--- config.mk ---
export PLATFORM = sky130hd
export DESIGN_NAME = core_glue_top
export DESIGN_NICKNAME = d
export VERILOG_FILES = /design/src/hdl/core_glue_pkg.sv /design/src/hdl/core_glue_ifs.sv /design/src/hdl/core_glue_top.sv /design/src/hdl/video_out_fmt.sv /design/src/hdl/pad_sync.sv /design/src/hdl/dataslot_ctrl.sv /design/src/hdl/bridge_regs.sv
export VERILOG_INCLUDE_DIRS = /design/src /design/src/hdl
export SDC_FILE = /design/constraint.sdc
export NUM_CORES = 1
export LEC_CHECK = 0
export ABC_CLOCK_PERIOD_IN_PS = 3100
export BUFFER_PORTS_ARGS = -buffer_cell sky130_fd_sc_hd__buf_4
export CORE_AREA = 2 2 176 178
export DETAILED_ROUTE_END_ITERATION = 7
export DIE_AREA = 0 0 178 180
export GPL_TIMING_DRIVEN = 0
export HOLD_SLACK_MARGIN = 0.08
export PLACE_DENSITY = 0.51
export SLEW_MARGIN = 20
export SYNTH_ARGS = -nofsm -noshare
export SYNTH_HDL_FRONTEND = slang
export SYNTH_SLANG_ARGS = --single-unit
--- constraint.sdc ---
create_clock -name clk_74a -period 3.1 [get_ports clk_74a]
set_clock_uncertainty 0.2 [all_clocks]
set_input_delay 0.155 -clock clk_74a [delete_from_list [all_inputs] [get_ports clk_74a]]
set_output_delay 0.155 -clock clk_74a [all_outputs]
set_load 0.05 [all_outputs]
--- src/hdl/core_glue_macros.svh ---
////////////////////////////////////////
// constants for the core glue logic
// bridge addresses, widths, sequencer counts,
// slot-word bits and controller key positions
////////////////////////////////////////
`ifndef CORE_GLUE_MACROS_SVH
`define CORE_GLUE_MACROS_SVH

// vector widths
`define BRIDGE_WIDTH     32
`define KEY_WIDTH        16
`define PAD_WIDTH        12
`define RGB_WIDTH        24
`define DT_ADDR_WIDTH    10
`define SRAM_SIZE_WIDTH  4
`define DT_PHASE_WIDTH   3

// settings registers and read mux prefixes
`define ADDR_MULTITAP    32'h0000_0100
`define ADDR_ASPECT      32'h0000_0200
`define RD_CMD_TOP       8'hF8
`define RD_SAVE_TOP      4'h2

// data-table sequencer
`define DT_ROM_SIZE_ADDR     10'd1
`define DT_SRAM_SIZE_ADDR    10'd3
`define DT_CAPTURE_PHASE     3'd4
`define DT_WRITE_FIRST_PHASE 3'd5
`define SRAM_UNIT_BYTES      32'd1024

// end-of-line slot word
`define SLOT_PAL_BIT     14
`define SLOT_ASPECT_BIT  13

// host key bitmap positions
`define KEY_UP           0
`define KEY_DOWN         1
`define KEY_LEFT         2
`define KEY_RIGHT        3
`define KEY_A            4
`define KEY_B            5
`define KEY_X            6
`define KEY_Y            7
`define KEY_L            8
`define KEY_R            9
`define KEY_SELECT       14
`define KEY_START        15

// controller sync
`define PAD_SYNC_STAGES  3
`define NUM_PADS         4

`endif
--- src/hdl/core_glue_pkg.sv ---
////////////////////////////////////////
// shared types of the core glue logic
// vector typedefs and the sequencer state
////////////////////////////////////////

`default_nettype none

`include "core_glue_macros.svh"

package core_glue_pkg;

  // bridge side
  typedef logic [`BRIDGE_WIDTH-1:0] bridge_addr_t;
  typedef logic [`BRIDGE_WIDTH-1:0] bridge_word_t;

  // raw host key bitmap
  typedef logic [`KEY_WIDTH-1:0] cont_key_t;

  // core button order, msb first:
  // a b x y l r start select up down left right
  typedef logic [`PAD_WIDTH-1:0] snes_pad_t;

  typedef logic [`RGB_WIDTH-1:0] rgb_t;

  // data-table access
  typedef logic [`DT_ADDR_WIDTH-1:0]   dt_addr_t;
  typedef logic [`SRAM_SIZE_WIDTH-1:0] sram_size_t;
  typedef logic [`DT_PHASE_WIDTH-1:0]  dt_phase_t;

  // what the sequencer does in the current phase
  typedef enum logic {
    DT_READ_ROM   = 1'b0,
    DT_WRITE_SRAM = 1'b1
  } dt_state_t;

endpackage

`default_nettype wire

--- src/hdl/core_glue_ifs.sv ---
////////////////////////////////////////
// bridge_bus_if: host bridge bus
// video_src_if: video from the core side
////////////////////////////////////////

`default_nettype none

// no handshake, wr is a single-cycle strobe
interface bridge_bus_if;
  core_glue_pkg::bridge_addr_t addr;
  logic                        rd;
  logic                        wr;
  core_glue_pkg::bridge_word_t wr_data;
  core_glue_pkg::bridge_word_t rd_data;

  modport host (
    output addr, rd, wr, wr_data,
    input  rd_data
  );

  // rd_data follows addr with no latency
  modport target (
    input  addr, rd, wr, wr_data,
    output rd_data
  );
endinterface

interface video_src_if;
  logic                hblank;
  logic                vblank;
  logic                hs;
  logic                vs;
  core_glue_pkg::rgb_t rgb;

  modport src  (output hblank, vblank, hs, vs, rgb);
  modport sink (input  hblank, vblank, hs, vs, rgb);
endinterface

`default_nettype wire

--- src/hdl/core_glue_top.sv ---
////////////////////////////////////////
// core glue top level
// bridge settings, data slots, pad sync
// and video output formatting
////////////////////////////////////////

`default_nettype none

`include "core_glue_macros.svh"

module core_glue_top (
  input  wire                              clk_74a,
  input  wire                              pll_core_locked,

  // host bridge
  input  wire  core_glue_pkg::bridge_addr_t bridge_addr,
  input  wire                               bridge_rd,
  input  wire                               bridge_wr,
  input  wire  core_glue_pkg::bridge_word_t bridge_wr_data,
  output core_glue_pkg::bridge_word_t       bridge_rd_data,
  input  wire  core_glue_pkg::bridge_word_t cmd_rd_data,
  input  wire  core_glue_pkg::bridge_word_t save_rd_data,

  // data slots
  input  wire                               dataslot_requestread,
  input  wire                               dataslot_requestwrite,
  input  wire                               dataslot_allcomplete,
  input  wire  core_glue_pkg::bridge_word_t datatable_q,
  output core_glue_pkg::dt_addr_t           datatable_addr,
  output logic                              datatable_wren,
  output core_glue_pkg::bridge_word_t       datatable_data,
  input  wire  core_glue_pkg::sram_size_t   sram_size,
  output core_glue_pkg::bridge_word_t       rom_file_size,
  output logic                              ioctl_download,
  output logic                              save_download,

  // controllers
  input  wire  core_glue_pkg::cont_key_t    cont_key [`NUM_PADS],
  output core_glue_pkg::snes_pad_t          pad_out [`NUM_PADS],

  // settings
  output logic                              multitap_enabled,
  output logic                              use_4_3_video,

  // video
  input  wire                               src_hblank,
  input  wire                               src_vblank,
  input  wire                               src_hs,
  input  wire                               src_vs,
  input  wire                               pal,
  input  wire  core_glue_pkg::rgb_t         src_rgb,
  output logic                              video_de,
  output logic                              video_hs,
  output logic                              video_vs,
  output core_glue_pkg::rgb_t               video_rgb
);

  ////////////////////////////////////////
  // bus wrapping

  bridge_bus_if bus ();
  video_src_if  vsrc ();

  assign bus.addr       = bridge_addr;
  assign bus.rd         = bridge_rd;
  assign bus.wr         = bridge_wr;
  assign bus.wr_data    = bridge_wr_data;
  assign bridge_rd_data = bus.rd_data;

  assign vsrc.hblank = src_hblank;
  assign vsrc.vblank = src_vblank;
  assign vsrc.hs     = src_hs;
  assign vsrc.vs     = src_vs;
  assign vsrc.rgb    = src_rgb;

  ////////////////////////////////////////
  // blocks

  bridge_regs u_bridge_regs (
    .clk_74a          (clk_74a),
    .pll_core_locked  (pll_core_locked),
    .bus              (bus.target),
    .cmd_rd_data      (cmd_rd_data),
    .save_rd_data     (save_rd_data),
    .multitap_enabled (multitap_enabled),
    .use_4_3_video    (use_4_3_video)
  );

  dataslot_ctrl u_dataslot_ctrl (
    .clk_74a               (clk_74a),
    .pll_core_locked       (pll_core_locked),
    .dataslot_requestread  (dataslot_requestread),
    .dataslot_requestwrite (dataslot_requestwrite),
    .dataslot_allcomplete  (dataslot_allcomplete),
    .ioctl_download        (ioctl_download),
    .save_download         (save_download),
    .sram_size             (sram_size),
    .datatable_q           (datatable_q),
    .datatable_addr        (datatable_addr),
    .datatable_wren        (datatable_wren),
    .datatable_data        (datatable_data),
    .rom_file_size         (rom_file_size)
  );

  // one synchroniser per controller
  for (genvar i = 0; i < `NUM_PADS; i++) begin : g_pad
    pad_sync u_pad_sync (
      .clk_74a         (clk_74a),
      .pll_core_locked (pll_core_locked),
      .key             (cont_key[i]),
      .pad             (pad_out[i])
    );
  end

  video_out_fmt u_video_out_fmt (
    .clk_74a         (clk_74a),
    .pll_core_locked (pll_core_locked),
    .src             (vsrc.sink),
    .pal             (pal),
    .use_4_3_video   (use_4_3_video),
    .video_de        (video_de),
    .video_hs        (video_hs),
    .video_vs        (video_vs),
    .video_rgb       (video_rgb)
  );

endmodule

`default_nettype wire

--- src/hdl/video_out_fmt.sv ---
////////////////////////////////////////
// video output formatter
// registered de, sync pulses, pixel data
// and the end-of-line slot word
////////////////////////////////////////

`default_nettype none

`include "core_glue_macros.svh"

module video_out_fmt (
  input  wire                 clk_74a,
  input  wire                 pll_core_locked,
  video_src_if.sink           src,
  input  wire                 pal,
  input  wire                 use_4_3_video,
  output logic                video_de,
  output logic                video_hs,
  output logic                video_vs,
  output core_glue_pkg::rgb_t video_rgb
);

  logic                de;
  logic                de_prev;
  logic                hs_prev;
  logic                vs_prev;
  core_glue_pkg::rgb_t slot_word;

  assign de = !(src.hblank || src.vblank);

  // flags for the scaler, everything else stays zero
  always_comb begin
    slot_word                   = '0;
    slot_word[`SLOT_PAL_BIT]    = pal;
    slot_word[`SLOT_ASPECT_BIT] = use_4_3_video;
  end

  always_ff @(posedge clk_74a or negedge pll_core_locked) begin
    if (!pll_core_locked) begin
      de_prev   <= 1'b0;
      hs_prev   <= 1'b0;
      vs_prev   <= 1'b0;
      video_de  <= 1'b0;
      video_hs  <= 1'b0;
      video_vs  <= 1'b0;
      video_rgb <= '0;
    end else begin
      de_prev <= de;
      hs_prev <= src.hs;
      vs_prev <= src.vs;

      video_de <= de;
      // one-cycle pulse on the source sync rising edge
      video_hs <= src.hs && !hs_prev;
      video_vs <= src.vs && !vs_prev;

      if (de) video_rgb <= src.rgb;
      else if (de_prev) video_rgb <= slot_word;
      else video_rgb <= '0;
    end
  end

endmodule

`default_nettype wire

--- src/hdl/pad_sync.sv ---
////////////////////////////////////////
// controller key synchroniser
// with reorder into core button order
////////////////////////////////////////

`default_nettype none

`include "core_glue_macros.svh"

module pad_sync #(
  parameter int STAGES = `PAD_SYNC_STAGES
) (
  input  wire                             clk_74a,
  input  wire                             pll_core_locked,
  input  wire  core_glue_pkg::cont_key_t  key,
  output core_glue_pkg::snes_pad_t        pad
);

  core_glue_pkg::cont_key_t sync_q [STAGES];
  core_glue_pkg::cont_key_t key_s;

  always_ff @(posedge clk_74a or negedge pll_core_locked) begin
    if (!pll_core_locked) begin
      for (int i = 0; i < STAGES; i++) sync_q[i] <= '0;
    end else begin
      sync_q[0] <= key;
      for (int i = 1; i < STAGES; i++) sync_q[i] <= sync_q[i-1];
    end
  end

  assign key_s = sync_q[STAGES-1];

  // a b x y l r start select up down left right
  assign pad = {key_s[`KEY_A], key_s[`KEY_B], key_s[`KEY_X], key_s[`KEY_Y],
                key_s[`KEY_L], key_s[`KEY_R], key_s[`KEY_START], key_s[`KEY_SELECT],
                key_s[`KEY_UP], key_s[`KEY_DOWN], key_s[`KEY_LEFT], key_s[`KEY_RIGHT]};

endmodule

`default_nettype wire

--- src/hdl/dataslot_ctrl.sv ---
////////////////////////////////////////
// data-slot download levels and the
// data-table size sequencer
////////////////////////////////////////

`default_nettype none

`include "core_glue_macros.svh"

module dataslot_ctrl (
  input  wire                               clk_74a,
  input  wire                               pll_core_locked,
  input  wire                               dataslot_requestread,
  input  wire                               dataslot_requestwrite,
  input  wire                               dataslot_allcomplete,
  output logic                              ioctl_download,
  output logic                              save_download,
  input  wire  core_glue_pkg::sram_size_t   sram_size,
  input  wire  core_glue_pkg::bridge_word_t datatable_q,
  output core_glue_pkg::dt_addr_t           datatable_addr,
  output logic                              datatable_wren,
  output core_glue_pkg::bridge_word_t       datatable_data,
  output core_glue_pkg::bridge_word_t       rom_file_size
);

  logic                        allcomplete_prev;
  core_glue_pkg::dt_phase_t    phase;
  core_glue_pkg::dt_state_t    state;
  core_glue_pkg::bridge_word_t sram_bytes;

  ////////////////////////////////////////
  // download levels

  always_ff @(posedge clk_74a or negedge pll_core_locked) begin
    if (!pll_core_locked) begin
      allcomplete_prev <= 1'b0;
      ioctl_download   <= 1'b0;
      save_download    <= 1'b0;
    end else begin
      allcomplete_prev <= dataslot_allcomplete;

      if (dataslot_requestwrite) ioctl_download <= 1'b1;
      else if (dataslot_allcomplete) ioctl_download <= 1'b0;

      // save level only clears on a fresh allcomplete edge
      if (dataslot_requestread || dataslot_requestwrite) save_download <= 1'b1;
      else if (dataslot_allcomplete && !allcomplete_prev) save_download <= 1'b0;
    end
  end

  ////////////////////////////////////////
  // size sequencer

  // last three phases of eight write the save-ram size
  assign state = (phase >= `DT_WRITE_FIRST_PHASE) ? core_glue_pkg::DT_WRITE_SRAM
                                                  : core_glue_pkg::DT_READ_ROM;

  // size code from the rom header, zero means no save ram
  assign sram_bytes = (sram_size == '0) ? '0 : (`SRAM_UNIT_BYTES << sram_size);

  always_ff @(posedge clk_74a or negedge pll_core_locked) begin
    if (!pll_core_locked) begin
      phase          <= '0;
      datatable_wren <= 1'b0;
      datatable_addr <= '0;
      datatable_data <= '0;
      rom_file_size  <= '0;
    end else begin
      phase <= phase + 1'b1;
      case (state)
        core_glue_pkg::DT_WRITE_SRAM: begin
          datatable_wren <= 1'b1;
          datatable_addr <= `DT_SRAM_SIZE_ADDR;
          datatable_data <= sram_bytes;
        end
        default: begin
          datatable_wren <= 1'b0;
          datatable_addr <= `DT_ROM_SIZE_ADDR;
          // q has settled on the rom size slot by now
          if (phase == `DT_CAPTURE_PHASE) rom_file_size <= datatable_q;
        end
      endcase
    end
  end

endmodule

`default_nettype wire

--- src/hdl/bridge_regs.sv ---
////////////////////////////////////////
// bridge settings registers
// and the bridge read-data mux
////////////////////////////////////////

`default_nettype none

`include "core_glue_macros.svh"

module bridge_regs (
  input  wire                               clk_74a,
  input  wire                               pll_core_locked,
  bridge_bus_if.target                      bus,
  input  wire  core_glue_pkg::bridge_word_t cmd_rd_data,
  input  wire  core_glue_pkg::bridge_word_t save_rd_data,
  output logic                              multitap_enabled,
  output logic                              use_4_3_video
);

  ////////////////////////////////////////
  // settings

  // only bit 0 of the write word matters
  always_ff @(posedge clk_74a or negedge pll_core_locked) begin
    if (!pll_core_locked) begin
      multitap_enabled <= 1'b0;
      use_4_3_video    <= 1'b0;
    end else if (bus.wr) begin
      case (bus.addr)
        `ADDR_MULTITAP: multitap_enabled <= bus.wr_data[0];
        `ADDR_ASPECT:   use_4_3_video    <= bus.wr_data[0];
        default:        ;
      endcase
    end
  end

  ////////////////////////////////////////
  // read mux

  always_comb begin
    bus.rd_data = '0;
    // command handler space
    if (bus.addr[31:24] == `RD_CMD_TOP) begin
      bus.rd_data = cmd_rd_data;
    end
    // save unloader, checked last so it takes priority
    if (bus.addr[31:28] == `RD_SAVE_TOP) begin
      bus.rd_data = save_rd_data;
    end
  end

endmodule

`default_nettype wire

==> summary.md, run 1 <==
| Metric | Value |
|---|---|
| Status | finished clean |
| Die width | 178 um |
| Largest net degree at the start of global routing | 90 |
| CP most frequent cell | dlygate4sd3_1 |
| FFs w/ async S/R, synth | 1.000 |
| Bufs on Longest Clock Path | 3 |
| Setup crit end kind | flip-flop |
| Final Total Pwr | 7.201 mW |
| Post-Place Setup Slack | 0.9827 ns |
| Yosys reg bits | 231 |
| Num rows | 64 |
| Die boundary height | 180 um |
| Worst Path Max Fanout | 10 |
| CTS H-tree lvls | 1 |
| Met1 Track Usage GR | 0.1401 |
| WL per Instance | 15.14 um |
| Core area | 30190 um^2 |
| Power density over the cells | 532.3 nW/um^2 |
| Busiest grt layer | met2 |
| Clock transition at path regs | 0.05 ns |
| GRT overflow | 0 |
| Tmin final | 2.680 ns |
| Latest clock arrival within the worst-skew pair | 0.50 ns |
| Leakage | 6.704 nW |
| Detailed Place HPWL | 16.65 mm |
| Synthesized instance count | 490 |
| Max cap viols | 0 |
| Port-buffer cells | 377 |
| Met2 usage | 0.2598 |
| Setup TNS | 0 ns |
| Layout net count | 1334 |
| Starting Density | 0.2559 |
| Layout cells sized above 1 | 0.4972 |
| Initial antenna violation count | 3 |
| RSZ-0062 raised after global routing | false |
| Final wirelength | 22.45 mm |
| Vias post-DR | 5847 |
| Total global-route track usage | 0.1374 |
| Worst Max-Slew Pin Slew | 0.6061 ns |
| Utilization after layout | 0.4481 |
| Antenna-violating nets left | 0 |
| Area growth, synth to finish | 75.09% |
| Slowest stage delay, CP | 0.62 ns |
| First-pass GRT wire length | 34.07 mm |
| Fin crit share | 0.8645 |
| Slew Limit Fails | 0 |
| Synth cell types | 27 |
| Die footprint | 32040 um^2 |
| CP cell instances | dlygate4sd3_1 -> buf_4 -> nor2_1 -> dlygate4sd3_1 -> clkbuf_1 -> o21ai_0 -> dlygate4sd3_1 |
| Setup violators final | 0 |
| Synthesized area | 7726 um^2 |
| Final Hold Fails | 0 |
| # clock sinks | 231 |
| Ports | 450 |
| Residual DRC count | 0 |
| Max IR drop VDD | 0.0003056 V |
| CTS tree | done |
| Number of global-route vias before repair | 6258 |
| Crit path kind | in2reg |
| M3 GR Usage | 0.03342 |
| Slowest library cell on the worst path | dlygate4sd3_1 |
| CTS Buf Count | 25 |
| Worst hold path class | in2reg |
| Slew HR | 0.5925 |
| Yosys top cell by area | dfrtp_1 |
| Mean Syn Cell Area | 15.77 um^2 |
| Worst Path Arrival | 2.86 ns |
| Number of flops mapped to enable cells by yosys | 0 |
| WP data required | 3.28 ns |
| CTS-repair resized insts | 0 |
| Placer congestion estimate | 0.8241 |
| Vias/cell | 3.943 |
| Largest cells by area after synthesis | dfrtp_1 75%, buf_4 7.4%, mux2_2 4.4%, a22o_1 3.6%, and2_1 1.9% |
| DRT Pass-1 Iters | 4 |
| Sequential area share after synthesis | 0.7482 |
| Post-synth top area share | 0.7482 |
| YS warnings | 0 |
| Initial DRC count | 201 |
| F_max | 373.1 MHz |
| CTS root buffer | clkbuf_16 |
| CP startpoint kind | input port |
| Main flop type after synthesis | dfrtp_1 |
| PnR worst setup slack | 0.4200 ns |
-- per-stage QoR --
step / cell area, um^2 / cells / hold WS, ns
floorplan: 7812 / 513 / -0.3406
global placement: 11140 / 1286 / 0.06491
detailed placement: 11200 / 1288 / -0.05245
CTS: 13520 / 1480 / 0.08081
global route: 13530 / 1483 / 0.08347
finish: 13530 / 1483 / 0.09507
-- cells by family (layout without fill, tap and decap cells) --
kind of cell,count (synthesis),count (layout),synth area share
AO/OA/AOI/OAI,52,52,0.05571
XOR/XNOR,1,1,0.001134
adder cells (fa/ha/maj),3,3,0.004859
buffers and inverters,93,664,0.08356
flip-flops,231,231,0.7482
multiplexers,34,34,0.04955
other,2,28,0.0009720
AND/OR/NAND/NOR,74,74,0.05603
-- where the power goes --
part / leakage (nW) / switching [mW] / internal (mW)
clock network: 0.399 / 1.15 / 1.77
logic: 3.53 / 0.588 / 0.495
registers: 2.78 / 0.0424 / 3.15
total: 6.70 / 1.78 / 5.42
-- per-layer routing --
metal | share of wire | up-vias
met5 | 0 | -
met1 | 0.34 | 2817
met2 | 0.55 | 270
met3 | 0.075 | 45
met4 | 0.039 | 0
li1 | - | 2715
-- flip-flops by register name, summed over array words and instances, names as in the netlist, 2 cells and up --
register / cells
u_dataslot_ctrl.datatable_addr: 2
u_dataslot_ctrl.phase: 3
u_dataslot_ctrl.rom_file_size: 32
g_pad.u_pad_sync.key_s: 48
u_video_out_fmt.video_rgb: 24
g_pad.u_pad_sync.sync_q: 96
u_dataslot_ctrl.datatable_data: 16
-- area by class of cell --
type                       instances  area (um^2)
fill                            2785        16660
sequential                       231         5781
timing repair buffer             527         4392
multi-input combinational        189         1386
clock buffer                      35        713.2
buffer                            89        630.6
tap                              396        495.5
clock inverter                     9        107.6
inverter                           4        15.01
antenna                            3        7.507
-- cell usage after synthesis, drive strengths merged (4+ instances only) --
master,n
clkbuf,4
dfrtp,231
inv,4
nor4,8
o41ai,6
o31ai,10
and2,24
a22o,32
nor2,4
nand2,24
nand2b,6
buf,85
mux2,34
-- critical path: cells and delay by family --
kind	cells	cell delay, ns
compound gates	1	0.15
simple gates	1	0.35
buf+inv	5	2.20
-- what timing repair did --
item	in CTS	in global routing
buffers inserted	0	0
endpoints found under the hold margin	360	0
hold buffers	148	0
-- cell usage in the layout, fill, tap and decap left out, types with 2 or more instances in the layout --
master	n
and2_1	24
o41ai_1	6
dlygate4sd3_1	147
ha_1	3
mux2_2	30
mux2_1	4
clkbuf_8	5
o31ai_1	10
buf_4	452
buf_2	9
nand2_1	24
nor4_2	4
dfrtp_1	231
clkinv_2	3
nand2b_1	6
bufinv_16	2
inv_1	4
nand4_1	2
o21ai_0	3
a22o_1	32
nor2_1	4
clkbuf_1	9
diode_2	3
nor4_1	3
nor3_1	2
conb_1	25
nor2b_1	2
clkinvlp_4	2
buf_16	3
clkbuf_16	25
-- final timing paths --
kind	start	end	slack, ns	cells past startpoint
hold reg to reg	g_pad[0].u_pad_sync.sync_q[23]$_DFF_PN0_	g_pad[0].u_pad_sync.key_s[7]$_DFF_PN0_	0.14	0
hold / removal	src_vblank	u_video_out_fmt.video_rgb[7]$_DFF_PN0_	0.1	4
max in group asynchronous	pll_core_locked	u_video_out_fmt.video_rgb[14]$_DFF_PN0_	1.70	4
setup reg to reg	u_dataslot_ctrl.phase[1]$_DFF_PN0_	u_dataslot_ctrl.datatable_data[18]$_DFFE_PN0P_	0.51	7
setup / recovery	src_hblank	u_video_out_fmt.video_rgb[14]$_DFF_PN0_	0.42	7
min in group asynchronous	pll_core_locked	g_pad[3].u_pad_sync.sync_q[36]$_DFF_PN0_	0.61	4
(Power assumes the default switching activity.)
==> inputs of run 2 (changes only) <==
--- a/config.mk
+++ b/config.mk
@@ -14,6 +14,7 @@
 export GPL_TIMING_DRIVEN = 0
 export HOLD_SLACK_MARGIN = 0.08
 export PLACE_DENSITY = 0.51
+export REMOVE_ABC_BUFFERS = 1
 export SLEW_MARGIN = 20
 export SYNTH_ARGS = -nofsm -noshare
 export SYNTH_HDL_FRONTEND = slang
==> run 2 against run 1 <==
  * Routed wire length grew 2.7%
  * First-iteration DRC count shrank 1.0%
  * Maximum frequency grew 3.5%
  * Sequential power is essentially flat
  * Highest routed layer unchanged
  * Non-clock buffer count shrank 41
==> summary.md, run 2 (synthesis gave the netlist of run 1 again) <==
| Metric | Value |
|---|---|
| Status | finished clean |
| Placer congestion estimate | 0.8266 |
| WP data required | 3.31 ns |
| Largest Register | g_pad.u_pad_sync.sync_q |
| CTS Buf Count | 27 |
| Vias post-DR | 5738 |
| Worst hold path class | in2reg |
| Fin crit share | 0.8349 |
| CP cell instances | inv_1 -> ha_1 -> nor4_4 -> buf_6 -> buf_4 -> mux2_2 |
| Max cap viols | 0 |
| CTS tree | done |
| Slowest library cell on the worst path | nor4_4 |
| Layout net count | 1295 |
| Slew Limit Fails | 0 |
| Worst Path Arrival | 2.80 ns |
| Die boundary height | 180 um |
| Port-buffer cells | 377 |
| DRT Pass-1 Iters | 4 |
| F_max | 386.4 MHz |
| NetSw | 1.886 mW |
| Antenna-violating nets left | 0 |
| Starting Density | 0.2559 |
| Initial antenna violation count | 7 |
| Worst Path Max Fanout | 12 |
| Power density over the cells | 571.9 nW/um^2 |
| Max IR drop VDD | 0.0003598 V |
| # clock sinks | 231 |
| Vias/cell | 3.952 |
| Leakage | 6.579 nW |
| Residual DRC count | 0 |
| Final wirelength | 23.06 mm |
| Most common library cell in the layout ignoring fill and taps | buf_4 |
| RSZ-0062 raised after global routing | false |
| Die footprint | 32040 um^2 |
| Final Hold Fails | 0 |
| Area growth, synth to finish | 76.02% |
| Bufs on Longest Clock Path | 3 |
| CTS-repair resized insts | 0 |
| Largest net degree at the start of global routing | 96 |
| Initial DRC count | 199 |
| Most frequent cells in the layout | 377 x buf_4, 231 x dfrtp_1, 192 x dlygate4sd3_1, 32 x a22o_1, 30 x mux2_2 |
| CP startpoint kind | flip-flop |
| Max FFs per register | 96 |
| Worst Max-Slew Pin Slew | 0.8134 ns |
| Detailed Place HPWL | 16.43 mm |
| Setup crit end kind | flip-flop |
| Die width | 178 um |
| Sw frac | 0.2425 |
| Tmin final | 2.588 ns |
| Sequential share of power | 0.411 |
| Core area | 30190 um^2 |
| Num rows | 64 |
| Utilization after layout | 0.4505 |
| Ports | 450 |
| First-pass GRT wire length | 34.12 mm |
| WL per Instance | 15.88 um |
| Total global-route track usage | 0.1394 |
| Slowest stage delay, CP | 0.61 ns |
| GRT overflow | 0 |
| Clock transition at path regs | 0.06 ns |
| Internal | 5.891 mW |
| Post-CTS Repair Setup Buffers | 0 |
| CTS H-tree lvls | 1 |
| Clk pwr share | 0.452 |
| Gate power share | 0.137 |
| Latest clock arrival within the worst-skew pair | 0.53 ns |
| Final Total Pwr | 7.777 mW |
| CTS root buffer | clkbuf_16 |
| Crit path kind | reg2reg |
| Setup violators final | 0 |
| Layout cells sized above 1 | 0.4471 |
| Slew HR | 0.4571 |
| Worst r2r path cells | 6 |
| Number of global-route vias before repair | 6233 |
| Worst hold stages | 2 |
==> run 2: cell types whose count changed in the layout (fill, tap and decap cells not counted), sizes merged <==
cell         previous run  this run
buf                   465       383
bufinv                  2         7
clkbuf                 39        33
clkinv                  4         5
clkinvlp                2         4
diode                   3         7
dlygate4sd3           147       192
==> run 2: final timing paths <==
check / from / endpoint / slack, ns
worst max-delay path: u_dataslot_ctrl.phase[1]$_DFF_PN0_ / u_dataslot_ctrl.rom_file_size[8]$_DFFE_PN0P_ / 0.51
worst min-delay path: cont_key[17] / g_pad[2].u_pad_sync.sync_q[33]$_DFF_PN0_ / 0.10
worst max register to register: u_dataslot_ctrl.phase[1]$_DFF_PN0_ / u_dataslot_ctrl.rom_file_size[8]$_DFFE_PN0P_ / 0.51
worst min register to register: g_pad[1].u_pad_sync.sync_q[31]$_DFF_PN0_ / g_pad[1].u_pad_sync.key_s[15]$_DFF_PN0_ / 0.14
max in group asynchronous: pll_core_locked / g_pad[1].u_pad_sync.key_s[5]$_DFF_PN0_ / 1.66
min in group asynchronous: pll_core_locked / u_dataslot_ctrl.rom_file_size[26]$_DFFE_PN0P_ / 0.57
==> run 2: stage by stage <==
step | setup TNS [ns] | hold slack, ns | cell area, um^2 | std cells | setup slack (ns)
final | 0 | 0.1010 | 13600 | 1452 | 0.5119
after CTS | 0 | 0.08003 | 13560 | 1443 | 0.4548
after floorplan | 0 | -0.3406 | 7182 | 424 | 0.005382
after global placement | -38.50 | 0.06499 | 10510 | 1197 | -0.7450
after global routing | 0 | 0.08363 | 13600 | 1452 | 0.3140
after detailed placement | 0 | -0.1237 | 10620 | 1202 | 0.4701
==> run 2: repair_timing <==
action,CTS,global route
endpoints found under the hold margin,360,2
hold buffers,191,2
setup endpoints to repair,0,0
==> run 2: power groups by stage <==
| stage | sequential, mW | combinational [mW] | clock [mW] |
|---|---|---|---|
| 3_5_place_dp | 3.25 | 0.877 | 0 |
| 6_report | 3.20 | 1.06 | 3.52 |
| 2_1_floorplan | 3.52 | 0.146 | 0 |
| 4_1_cts | 3.20 | 1.07 | 3.64 |
| 5_1_grt | 3.21 | 1.12 | 3.77 |
| 3_3_place_gp | 3.25 | 0.863 | 0 |
==> run 2: metal layers <==
metal	wire length, um	global-route usage	up-vias
met5	0	0	-
met4	1487	0.09705	0
met3	2022	0.03849	67
met2	11950	0.2512	298
met1	7603	0.1359	2731
li1	-	-	2642
==> run 2: critical path: cells and delay by family, from the launching register on <==
kind / cells / cell delay, ns
adder cells (fa/ha/maj): 1 / 0.25
multiplexers: 1 / 0.35
buffers and inverters: 3 / 0.58
flip-flops: 1 / 0.47
AND/OR/NAND/NOR: 1 / 0.61
==> run 2: area by class of cell <==
type | instances | area [um^2]
Antenna cell | 7 | 17.52
Inverter | 4 | 15.01
Fill cell | 2703 | 16590
Sequential cell | 231 | 5781
Multi-Input combinational cell | 189 | 1405
Clock buffer | 33 | 728.2
Tap cell | 396 | 495.5
Timing Repair Buffer | 575 | 4868
Clock inverter | 17 | 289.0
